$ cat src/fm_consts.svh
/*
 FM phase generator constants
 Slot count, pipeline depths and register addresses
*/
`ifndef FM_CONSTS_SVH
`define FM_CONSTS_SVH

// Operator slots in the round-robin
`define FM_SLOTS     8
`define FM_SLOT_W    3

// Stages between the calculator and the stream outputs
`define FM_OUT_DELAY 2

// Register space
`define FM_ADDR_W    6
`define FM_REG_STOP  6'h20

`endif

$ cat src/fm_pkg.sv
/*
 FM phase generator types
 Slot settings, phase widths and the output pad payload
*/
`include "fm_consts.svh"

package fm_pkg;

	// Slot index, visited in round-robin
	typedef logic [`FM_SLOT_W-1:0] slot_t;

	// Frequency number and octave
	typedef logic [10:0] fnum_t;
	typedef logic [2:0]  block_t;

	// Multiplier, 0 means one half
	typedef logic [3:0] mul_t;

	// Detune, sign over a two bit magnitude
	typedef struct packed {
		logic       sign;
		logic [1:0] mag;
	} dt_t;

	// Octave plus two note bits
	typedef logic [4:0] keycode_t;

	// Accumulator and the slice sent out
	typedef logic [19:0] phase_acc_t;
	typedef logic [9:0]  phase_out_t;

	// Byte wide register bus
	typedef logic [7:0] wb_data_t;

	// Slot and phase travelling through the output pad
	typedef struct packed {
		slot_t      slot;
		phase_out_t phase;
	} pad_t;

endpackage

$ cat src/fm_shreg.sv
/*
 Shift register with asynchronous clear
 DEPTH stages of any packed payload type
*/
`timescale 1ns/1ps

module fm_shreg #(
	parameter type T     = logic,
	parameter int  DEPTH = 1
) (
	input  logic clk,
	input  logic rst_n,
	input  T     din,
	output T     dout
);

	// Stage 0 takes din, last stage drives dout
	T sr [DEPTH];

	always_ff @(posedge clk or negedge rst_n) begin
		if (!rst_n) begin
			for (int i = 0; i < DEPTH; i++) begin
				sr[i] <= '0;
			end
		end else begin
			sr[0] <= din;
			// One step per clock
			for (int i = 1; i < DEPTH; i++) begin
				sr[i] <= sr[i-1];
			end
		end
	end

	assign dout = sr[DEPTH-1];

endmodule

$ cat src/fm_pg_calc.sv
/*
 FM phase calculator
 Combinational keycode, detune, multiplier and accumulator update
 for the slot in stage II
*/
`timescale 1ns/1ps

module fm_pg_calc (
	input  fm_pkg::fnum_t      fnum,
	input  fm_pkg::block_t     block,
	input  fm_pkg::mul_t       mul,
	input  fm_pkg::dt_t        dt,
	input  logic               pg_rst,
	input  logic               pg_stop,
	input  fm_pkg::phase_acc_t phase_in,
	output fm_pkg::phase_acc_t phase_out,
	output fm_pkg::keycode_t   keycode
);
	import fm_pkg::*;

	logic       kc_lsb;
	keycode_t   kc;
	phase_acc_t base;
	phase_acc_t kc_scale;
	phase_acc_t dt_off;
	phase_acc_t detuned;
	phase_acc_t inc;

	// Note bit rounds fnum into four bands per octave
	// Upper half of the fnum range rounds up from 0x480
	always_comb begin
		if (fnum[10]) begin
			kc_lsb = fnum[9] | fnum[8] | fnum[7];
		end else begin
			kc_lsb = fnum[9] & fnum[8] & fnum[7];
		end
	end

	assign kc      = {block, fnum[10], kc_lsb};
	assign keycode = kc;

	// Octave shift, then halve
	// Top octave with full fnum still fits in 17 bits
	assign base = (phase_acc_t'(fnum) << block) >> 1;

	// Simplified detune, grows with the octave part of the keycode
	assign kc_scale = phase_acc_t'(kc[4:2]) + 20'd1;
	assign dt_off   = phase_acc_t'(dt.mag) * kc_scale;

	// Sign bit picks direction
	// Negative detune near zero wraps around 2^20
	always_comb begin
		if (dt.sign) begin
			detuned = base - dt_off;
		end else begin
			detuned = base + dt_off;
		end
	end

	// Multiplier stage, zero stands for x0.5
	always_comb begin
		if (mul == '0) begin
			inc = detuned >> 1;
		end else begin
			inc = detuned * phase_acc_t'(mul);
		end
	end

	// Visit rule
	// key-on reset wins over stop
	always_comb begin
		if (pg_rst) begin
			phase_out = '0;
		end else if (pg_stop) begin
			phase_out = phase_in;
		end else begin
			phase_out = phase_in + inc;
		end
	end

endmodule

$ cat src/fm_slot_regs.sv
/*
 FM slot register file
 Wishbone classic slave for the slot settings, key-on flags and stop,
 plus the round-robin sequencer that issues one slot per cycle
*/
`timescale 1ns/1ps
`include "fm_consts.svh"

module fm_slot_regs (
	input  logic                  clk,
	input  logic                  rst_n,
	input  logic                  cyc,
	input  logic                  stb,
	input  logic                  we,
	input  logic [`FM_ADDR_W-1:0] adr,
	input  fm_pkg::wb_data_t      dat_w,
	output fm_pkg::wb_data_t      dat_r,
	output logic                  ack,
	output fm_pkg::slot_t         issue_slot,
	output fm_pkg::fnum_t         fnum,
	output fm_pkg::block_t        block,
	output fm_pkg::mul_t          mul,
	output fm_pkg::dt_t           dt,
	output logic                  pg_rst,
	output logic                  pg_stop
);
	import fm_pkg::*;

	fnum_t               fnum_r  [`FM_SLOTS];
	block_t              block_r [`FM_SLOTS];
	mul_t                mul_r   [`FM_SLOTS];
	dt_t                 dt_r    [`FM_SLOTS];
	logic [`FM_SLOTS-1:0] pend;
	logic                stop_q;
	slot_t               slot_q;

	logic     bus_req;
	logic     bus_wr;
	logic     is_slot;
	logic     is_stop;
	slot_t    reg_slot;
	logic [1:0] field;
	logic     kon_wr;
	wb_data_t rd_data;

	// New request only while ack is low, so each cycle is taken once
	assign bus_req  = cyc & stb & ~ack;
	assign bus_wr   = bus_req & we;
	assign is_slot  = adr < `FM_REG_STOP;
	assign is_stop  = adr == `FM_REG_STOP;
	assign reg_slot = adr[`FM_SLOT_W+1:2];
	assign field    = adr[1:0];
	assign kon_wr   = bus_wr & is_slot & (field == 2'd3) & dat_w[0];

	// Read mux, key-on field reads back as zero
	always_comb begin
		rd_data = '0;
		if (is_stop) begin
			rd_data = {7'd0, stop_q};
		end else if (is_slot) begin
			case (field)
				2'd0: rd_data = fnum_r[reg_slot][7:0];
				2'd1: rd_data = {2'd0, block_r[reg_slot], fnum_r[reg_slot][10:8]};
				2'd2: rd_data = {1'b0, dt_r[reg_slot], mul_r[reg_slot]};
				default: rd_data = '0;
			endcase
		end
	end

	always_ff @(posedge clk or negedge rst_n) begin
		if (!rst_n) begin
			for (int i = 0; i < `FM_SLOTS; i++) begin
				fnum_r[i]  <= '0;
				block_r[i] <= '0;
				mul_r[i]   <= '0;
				dt_r[i]    <= '0;
			end
			pend       <= '0;
			stop_q     <= 1'b0;
			slot_q     <= '0;
			ack        <= 1'b0;
			dat_r      <= '0;
			issue_slot <= '0;
			fnum       <= '0;
			block      <= '0;
			mul        <= '0;
			dt         <= '0;
			pg_rst     <= 1'b0;
			pg_stop    <= 1'b0;
		end else begin
			// Bus side, write lands on the edge that raises ack
			ack <= bus_req;
			if (bus_req) begin
				dat_r <= rd_data;
			end
			if (bus_wr && is_slot) begin
				case (field)
					2'd0: fnum_r[reg_slot][7:0] <= dat_w;
					2'd1: begin
						block_r[reg_slot]      <= dat_w[5:3];
						fnum_r[reg_slot][10:8] <= dat_w[2:0];
					end
					2'd2: begin
						dt_r[reg_slot]  <= dat_w[6:4];
						mul_r[reg_slot] <= dat_w[3:0];
					end
					default: ;
				endcase
			end
			if (bus_wr && is_stop) begin
				stop_q <= dat_w[0];
			end

			// Pending flag clears as it is issued
			// A key-on for the slot issued now waits for the next visit
			for (int i = 0; i < `FM_SLOTS; i++) begin
				if (kon_wr && reg_slot == slot_t'(i)) begin
					pend[i] <= 1'b1;
				end else if (slot_q == slot_t'(i)) begin
					pend[i] <= 1'b0;
				end
			end

			// Issue the visited slot
			issue_slot <= slot_q;
			fnum       <= fnum_r[slot_q];
			block      <= block_r[slot_q];
			mul        <= mul_r[slot_q];
			dt         <= dt_r[slot_q];
			pg_rst     <= pend[slot_q];
			pg_stop    <= stop_q;

			if (slot_q == slot_t'(`FM_SLOTS - 1)) begin
				slot_q <= '0;
			end else begin
				slot_q <= slot_q + 1'b1;
			end
		end
	end

endmodule

$ cat src/fm_pg.sv
/*
 FM phase generator stage
 Stage II registers, the circulating phase accumulator ring and
 the output pad for the phase stream
*/
`timescale 1ns/1ps
`include "fm_consts.svh"

module fm_pg (
	input  logic               clk,
	input  logic               rst_n,
	input  fm_pkg::slot_t      issue_slot,
	input  fm_pkg::fnum_t      fnum,
	input  fm_pkg::block_t     block,
	input  fm_pkg::mul_t       mul,
	input  fm_pkg::dt_t        dt,
	input  logic               pg_rst,
	input  logic               pg_stop,
	output fm_pkg::phase_out_t phase,
	output fm_pkg::slot_t      out_slot,
	output logic               out_valid
);
	import fm_pkg::*;

	slot_t      slot_ii;
	fnum_t      fnum_ii;
	block_t     block_ii;
	mul_t       mul_ii;
	dt_t        dt_ii;
	logic       rst_ii;
	logic       stop_ii;

	phase_acc_t phase_ring;
	phase_acc_t phase_next;
	phase_acc_t acc_q;
	pad_t       pad_in;
	pad_t       pad_out;
	logic [2:0] fill;

	// Stage II, one cycle after issue
	always_ff @(posedge clk or negedge rst_n) begin
		if (!rst_n) begin
			slot_ii  <= '0;
			fnum_ii  <= '0;
			block_ii <= '0;
			mul_ii   <= '0;
			dt_ii    <= '0;
			rst_ii   <= 1'b0;
			stop_ii  <= 1'b0;
		end else begin
			slot_ii  <= issue_slot;
			fnum_ii  <= fnum;
			block_ii <= block;
			mul_ii   <= mul;
			dt_ii    <= dt;
			rst_ii   <= pg_rst;
			stop_ii  <= pg_stop;
		end
	end

	// Keycode not needed past the detune in this design
	fm_pg_calc u_calc (
		.fnum      (fnum_ii),
		.block     (block_ii),
		.mul       (mul_ii),
		.dt        (dt_ii),
		.pg_rst    (rst_ii),
		.pg_stop   (stop_ii),
		.phase_in  (phase_ring),
		.phase_out (phase_next),
		.keycode   ()
	);

	// acc_q plus FM_SLOTS-1 ring stages
	// each slot's phase meets the adder again on its next visit
	always_ff @(posedge clk or negedge rst_n) begin
		if (!rst_n) begin
			acc_q <= '0;
		end else begin
			acc_q <= phase_next;
		end
	end

	fm_shreg #(.T(phase_acc_t), .DEPTH(`FM_SLOTS - 1)) u_acc (
		.clk   (clk),
		.rst_n (rst_n),
		.din   (acc_q),
		.dout  (phase_ring)
	);

	// Top ten bits with their slot number
	assign pad_in = '{slot: slot_ii, phase: phase_next[19:10]};

	fm_shreg #(.T(pad_t), .DEPTH(`FM_OUT_DELAY - 1)) u_pad (
		.clk   (clk),
		.rst_n (rst_n),
		.din   (pad_in),
		.dout  (pad_out)
	);

	// Output register, last pad stage
	// fill counts issue, stage II, pad and output edges
	always_ff @(posedge clk or negedge rst_n) begin
		if (!rst_n) begin
			phase    <= '0;
			out_slot <= '0;
			fill     <= '0;
		end else begin
			phase    <= pad_out.phase;
			out_slot <= pad_out.slot;
			if (fill != 3'(`FM_OUT_DELAY + 2)) begin
				fill <= fill + 1'b1;
			end
		end
	end

	assign out_valid = fill == 3'(`FM_OUT_DELAY + 2);

endmodule

$ cat src/fm_phase_top.sv
/*
 FM operator phase generator
 Wishbone slot registers feeding the time-multiplexed phase stage
*/
`timescale 1ns/1ps
`include "fm_consts.svh"

module fm_phase_top (
	input  logic                  clk,
	input  logic                  rst_n,
	input  logic                  cyc,
	input  logic                  stb,
	input  logic                  we,
	input  logic [`FM_ADDR_W-1:0] adr,
	input  fm_pkg::wb_data_t      dat_w,
	output fm_pkg::wb_data_t      dat_r,
	output logic                  ack,
	output fm_pkg::phase_out_t    phase,
	output fm_pkg::slot_t         out_slot,
	output logic                  out_valid
);
	import fm_pkg::*;

	// Issue bus, one slot per cycle
	slot_t  issue_slot;
	fnum_t  fnum;
	block_t block;
	mul_t   mul;
	dt_t    dt;
	logic   pg_rst;
	logic   pg_stop;

	fm_slot_regs u_regs (
		.clk        (clk),
		.rst_n      (rst_n),
		.cyc        (cyc),
		.stb        (stb),
		.we         (we),
		.adr        (adr),
		.dat_w      (dat_w),
		.dat_r      (dat_r),
		.ack        (ack),
		.issue_slot (issue_slot),
		.fnum       (fnum),
		.block      (block),
		.mul        (mul),
		.dt         (dt),
		.pg_rst     (pg_rst),
		.pg_stop    (pg_stop)
	);

	fm_pg u_pg (
		.clk        (clk),
		.rst_n      (rst_n),
		.issue_slot (issue_slot),
		.fnum       (fnum),
		.block      (block),
		.mul        (mul),
		.dt         (dt),
		.pg_rst     (pg_rst),
		.pg_stop    (pg_stop),
		.phase      (phase),
		.out_slot   (out_slot),
		.out_valid  (out_valid)
	);

endmodule

$ cat config.mk
export PLATFORM = sky130hd
export DESIGN_NAME = fm_phase_top
export DESIGN_NICKNAME = d
export VERILOG_FILES = /design/src/fm_pkg.sv /design/src/fm_shreg.sv /design/src/fm_pg_calc.sv /design/src/fm_slot_regs.sv /design/src/fm_pg.sv /design/src/fm_phase_top.sv
export VERILOG_INCLUDE_DIRS = /design/src /design/src/src
export SDC_FILE = /design/constraint.sdc
export NUM_CORES = 1
export LEC_CHECK = 0
export ABC_AREA = 1
export BUFFER_PORTS_ARGS = -buffer_cell sky130_fd_sc_hd__buf_2
export CORE_MARGIN = 8
export CORE_UTILIZATION = 55
export DETAILED_ROUTE_END_ITERATION = 8
export PLACE_DENSITY_LB_ADDON = 0.3
export SYNTH_ARGS = -nofsm -noshare
export SYNTH_HDL_FRONTEND = slang
export SYNTH_SLANG_ARGS = --single-unit
$ cat constraint.sdc
create_clock -name clk -period 11.3 [get_ports clk]
set_input_delay 1.13 -clock clk [delete_from_list [all_inputs] [get_ports clk]]
set_output_delay 1.13 -clock clk [all_outputs]
set_load 0.03 [all_outputs]
==> impl_metrics.json <==
{
  "r2r_cells": 52,
  "clk_transition_reported_paths_ns": 0.07,
  "hold_start": "u_pg.u_acc.sr[98]",
  "vdd_ir_drop_max_v": 0.000254,
  "hp-class": "reg -> reg",
  "postCtsResizedCells": 0,
  "cts_made_buffers": 39,
  "path_class": "reg -> reg",
  "initial_core_util_pct": 56.0,
  "cp_data_required_time_ns": 11.74,
  "ys_seq_area_share_pct": 50.1,
  "relSlewSlack_pct": 30.5,
  "antenna_found_initial": 5,
  "whs_endpoint": "u_pg.u_acc.sr[78]",
  "cts_hold_buf": 0,
  "synth_compound_area_share_pct": 16.5,
  "r2r-end": "u_pg.acc_q[19]",
  "cts_tree": "built",
  "synthArstFlopShare_pct": 100,
  "clock_skew_ns": 0.0135,
  "synthAdderAreaFrac_pct": 7.79,
  "yosys_warnings": 0,
  "synth_top_family_by_area": "simple AND/OR/NAND/NOR gates",
  "path_max_fanout": 17,
  "drcViolationCount": 0,
  "grt_max_degree": 108,
  "nets": 2482,
  "total_power_w": 0.00477,
  "diodes": 0,
  "stdcell_area_um2": 22300,
  "dieWidth_um": 209,
  "netlist_area_um2": 20500,
  "hold_depth": 0,
  "hold_viol_final": 0,
  "ant_nets": 0,
  "synth_area_leader_cell": "dfrtp_1",
  "io_buffers": 41,
  "crit_slowest_cell": "dfrtp_1",
  "synth_seq_cells": 410,
  "crit_top_cell": "nand2_1",
  "power_density_nw_per_um2": 213,
  "mostFrequentLayoutCells": "489 x nand2_1, 409 x dfrtp_1, 330 x o21ai_0, 247 x inv_1, 216 x nor2_1",
  "rrSetupSlack_ns": 2.36,
  "drive_gt1_share_pct": 6.54,
  "setup.worst_path.end_class": "flip-flop",
  "clock_sinks": 410,
  "htreeDepth": 2,
  "gp_congestion": 0.922,
  "synth_top_area_share_pct": 50.1,
  "clockBufferDepth": 3,
  "dp_hpwl_um": 35600,
  "syn2layout_area_growth_pct": 9.00,
  "met2_usage_pct": 38.3,
  "grt_pass1_wl_um": 87200,
  "fmax_mhz": 112,
  "synth_cell_types": 48,
  "top_usage_layer": "met2",
  "root_buffer": "clkbuf_16",
  "finalSetupTns_ns": 0,
  "syn_inst": 2380,
  "syn_area_per_cell_um2": 8.61,
  "rsz0062_at_grt": "no",
  "core.rowCount": 70,
  "core-area_um2": 36600,
  "drt_wl_total_um": 54200,
  "drt_iter0_drc": 1701,
  "final_core_util_pct": 61.0,
  "p_leak_nw": 10.6,
  "io_pins": 42,
  "dieArea_um2": 43700,
  "syn_nets": 2505,
  "synth-xor-area-share_pct": 1.45,
  "synth_edf_count": 0,
  "worst_pin_slew_ns": 1.04,
  "cp_data_arrival_time_ns": 9.38,
  "met3_usage_pct": 4.03,
  "first_pass_iters": 6,
  "cts_setup_buffers": 0,
  "placed_area_um2": 20900,
  "wire_per_inst_um": 19.0,
  "synth_area_leaders": "dfrtp_1 50%, nand2_1 9.0%, o21ai_0 8.1%",
  "muxShareOfSynthArea_pct": 0.244,
  "synth-simple-area-share_pct": 16.7,
  "fin_crit_sh_pct": 79.1,
  "min_period_ns": 8.94,
  "grt.overflow.total": 0,
  "grt_usage_pct": 24.8,
  "max_stage_delay_ns": 0.58,
  "final_common_cell": "nand2_1",
  "vias": 16700,
  "maxCapViolations": 0,
  "synth_ff_type": "dfrtp_1",
  "status": "completed",
  "startpoint_type": "flip-flop",
  "clkLatencyLatePin_ns": 0.55,
  "die_y_um": 209,
  "drv_slew": 0,
  "grt_use_met1_pct": 35.4,
  "grt_pass1_vias": 16300,
  "vias_per_cell": 5.85,
  "final-setup-viol-count": 0,
  "timing.rr.start": "u_pg.block_ii[0]"
}
how the worst max path moves through the flow:
stage	start	to	slack (ns)	cells past startpoint
floorplan	u_pg.block_ii[0]	u_pg.acc_q[19]	3.57	52
global placement	u_pg.block_ii[0]	u_pg.acc_q[19]	2.68	52
detailed placement	u_pg.block_ii[0]	u_pg.acc_q[19]	2.39	52
CTS	u_pg.block_ii[0]	u_pg.acc_q[19]	2.40	52
global route	u_pg.block_ii[0]	u_pg.acc_q[19]	1.27	52
finish	u_pg.block_ii[0]	u_pg.acc_q[19]	2.36	52
stage by stage:
stage | setup WS (ns) | hold slack (ns) | std cells
2_1_floorplan | 3.57 | 0.331 | 2380
3_3_place_gp | 2.68 | 0.331 | 2784
3_5_place_dp | 2.39 | 0.335 | 2784
4_1_cts | 2.40 | 0.340 | 2855
5_1_grt | 1.27 | 0.341 | 2855
6_report | 2.36 | 0.336 | 2855
critical path: cells and delay by family, from the launching register on:
kind / cells / cell delay, ns
flip-flops: 1 / 0.58
XOR/XNOR: 3 / 0.61
adder cells (fa/ha/maj): 8 / 3.02
AND/OR/NAND/NOR: 27 / 2.76
buffers and inverters: 9 / 0.59
AO/OA/AOI/OAI: 5 / 1.26
logic make-up after synthesis:
group	Yosys count
AND/OR/NAND/NOR	843
flip-flops	410
adder cells (fa/ha/maj)	106
AO/OA/AOI/OAI	602
multiplexers	5
buffers and inverters	380
XOR/XNOR	34
layout make-up:
| type | instances | area, um^2 |
|---|---|---|
| clock inverter | 17 | 305 |
| sequential | 410 | 10300 |
| inverter | 258 | 968 |
| tap | 468 | 586 |
| multi-input combinational | 1590 | 8770 |
| fill | 3111 | 14300 |
| timing repair buffer | 58 | 343 |
| clock buffer | 54 | 1100 |
synth_stat cells (9+ instances only):
library cell / count
nand2_1: 489
dfrtp_1: 410
o21ai_0: 330
inv_1: 249
nor2_1: 218
a21oi_1: 109
clkbuf_1: 103
nand3_1: 81
ha_1: 70
a22oi_1: 49
fa_1: 36
a31oi_1: 28
o211ai_1: 20
o22ai_1: 19
nand4_1: 18
xor2_1: 18
xnor2_1: 16
buf_4: 11
o31ai_1: 10
o2111ai_1: 9
power by group:
group | total [W] | internal [W] | switching, W | leakage (nW)
Combinational | 0.00140 | 0.000446 | 0.000956 | 4.71
Sequential | 0.00195 | 0.00180 | 0.000145 | 5.25
Clock | 0.00141 | 0.000852 | 0.000562 | 0.691
metal layers:
metal	wire length, um	up-vias	part of all wire (%)
li1	-	7785	-
met1	23900	8011	44
met2	24400	780	45
met3	4430	134	8.2
met4	1470	6	2.7
met5	42	-	0.077
state kept, by name, summed over array words and instances, names as in the netlist, 20 cells and up:
name,flops
u_regs.mul_r,32
u_pg.u_acc.sr,110
u_regs.fnum_r,88
u_pg.acc_q,20
u_regs.dt_r,24
u_pg.u_acc.dout,20
u_regs.block_r,24
Note: power is estimated with default switching activity, not from simulation.
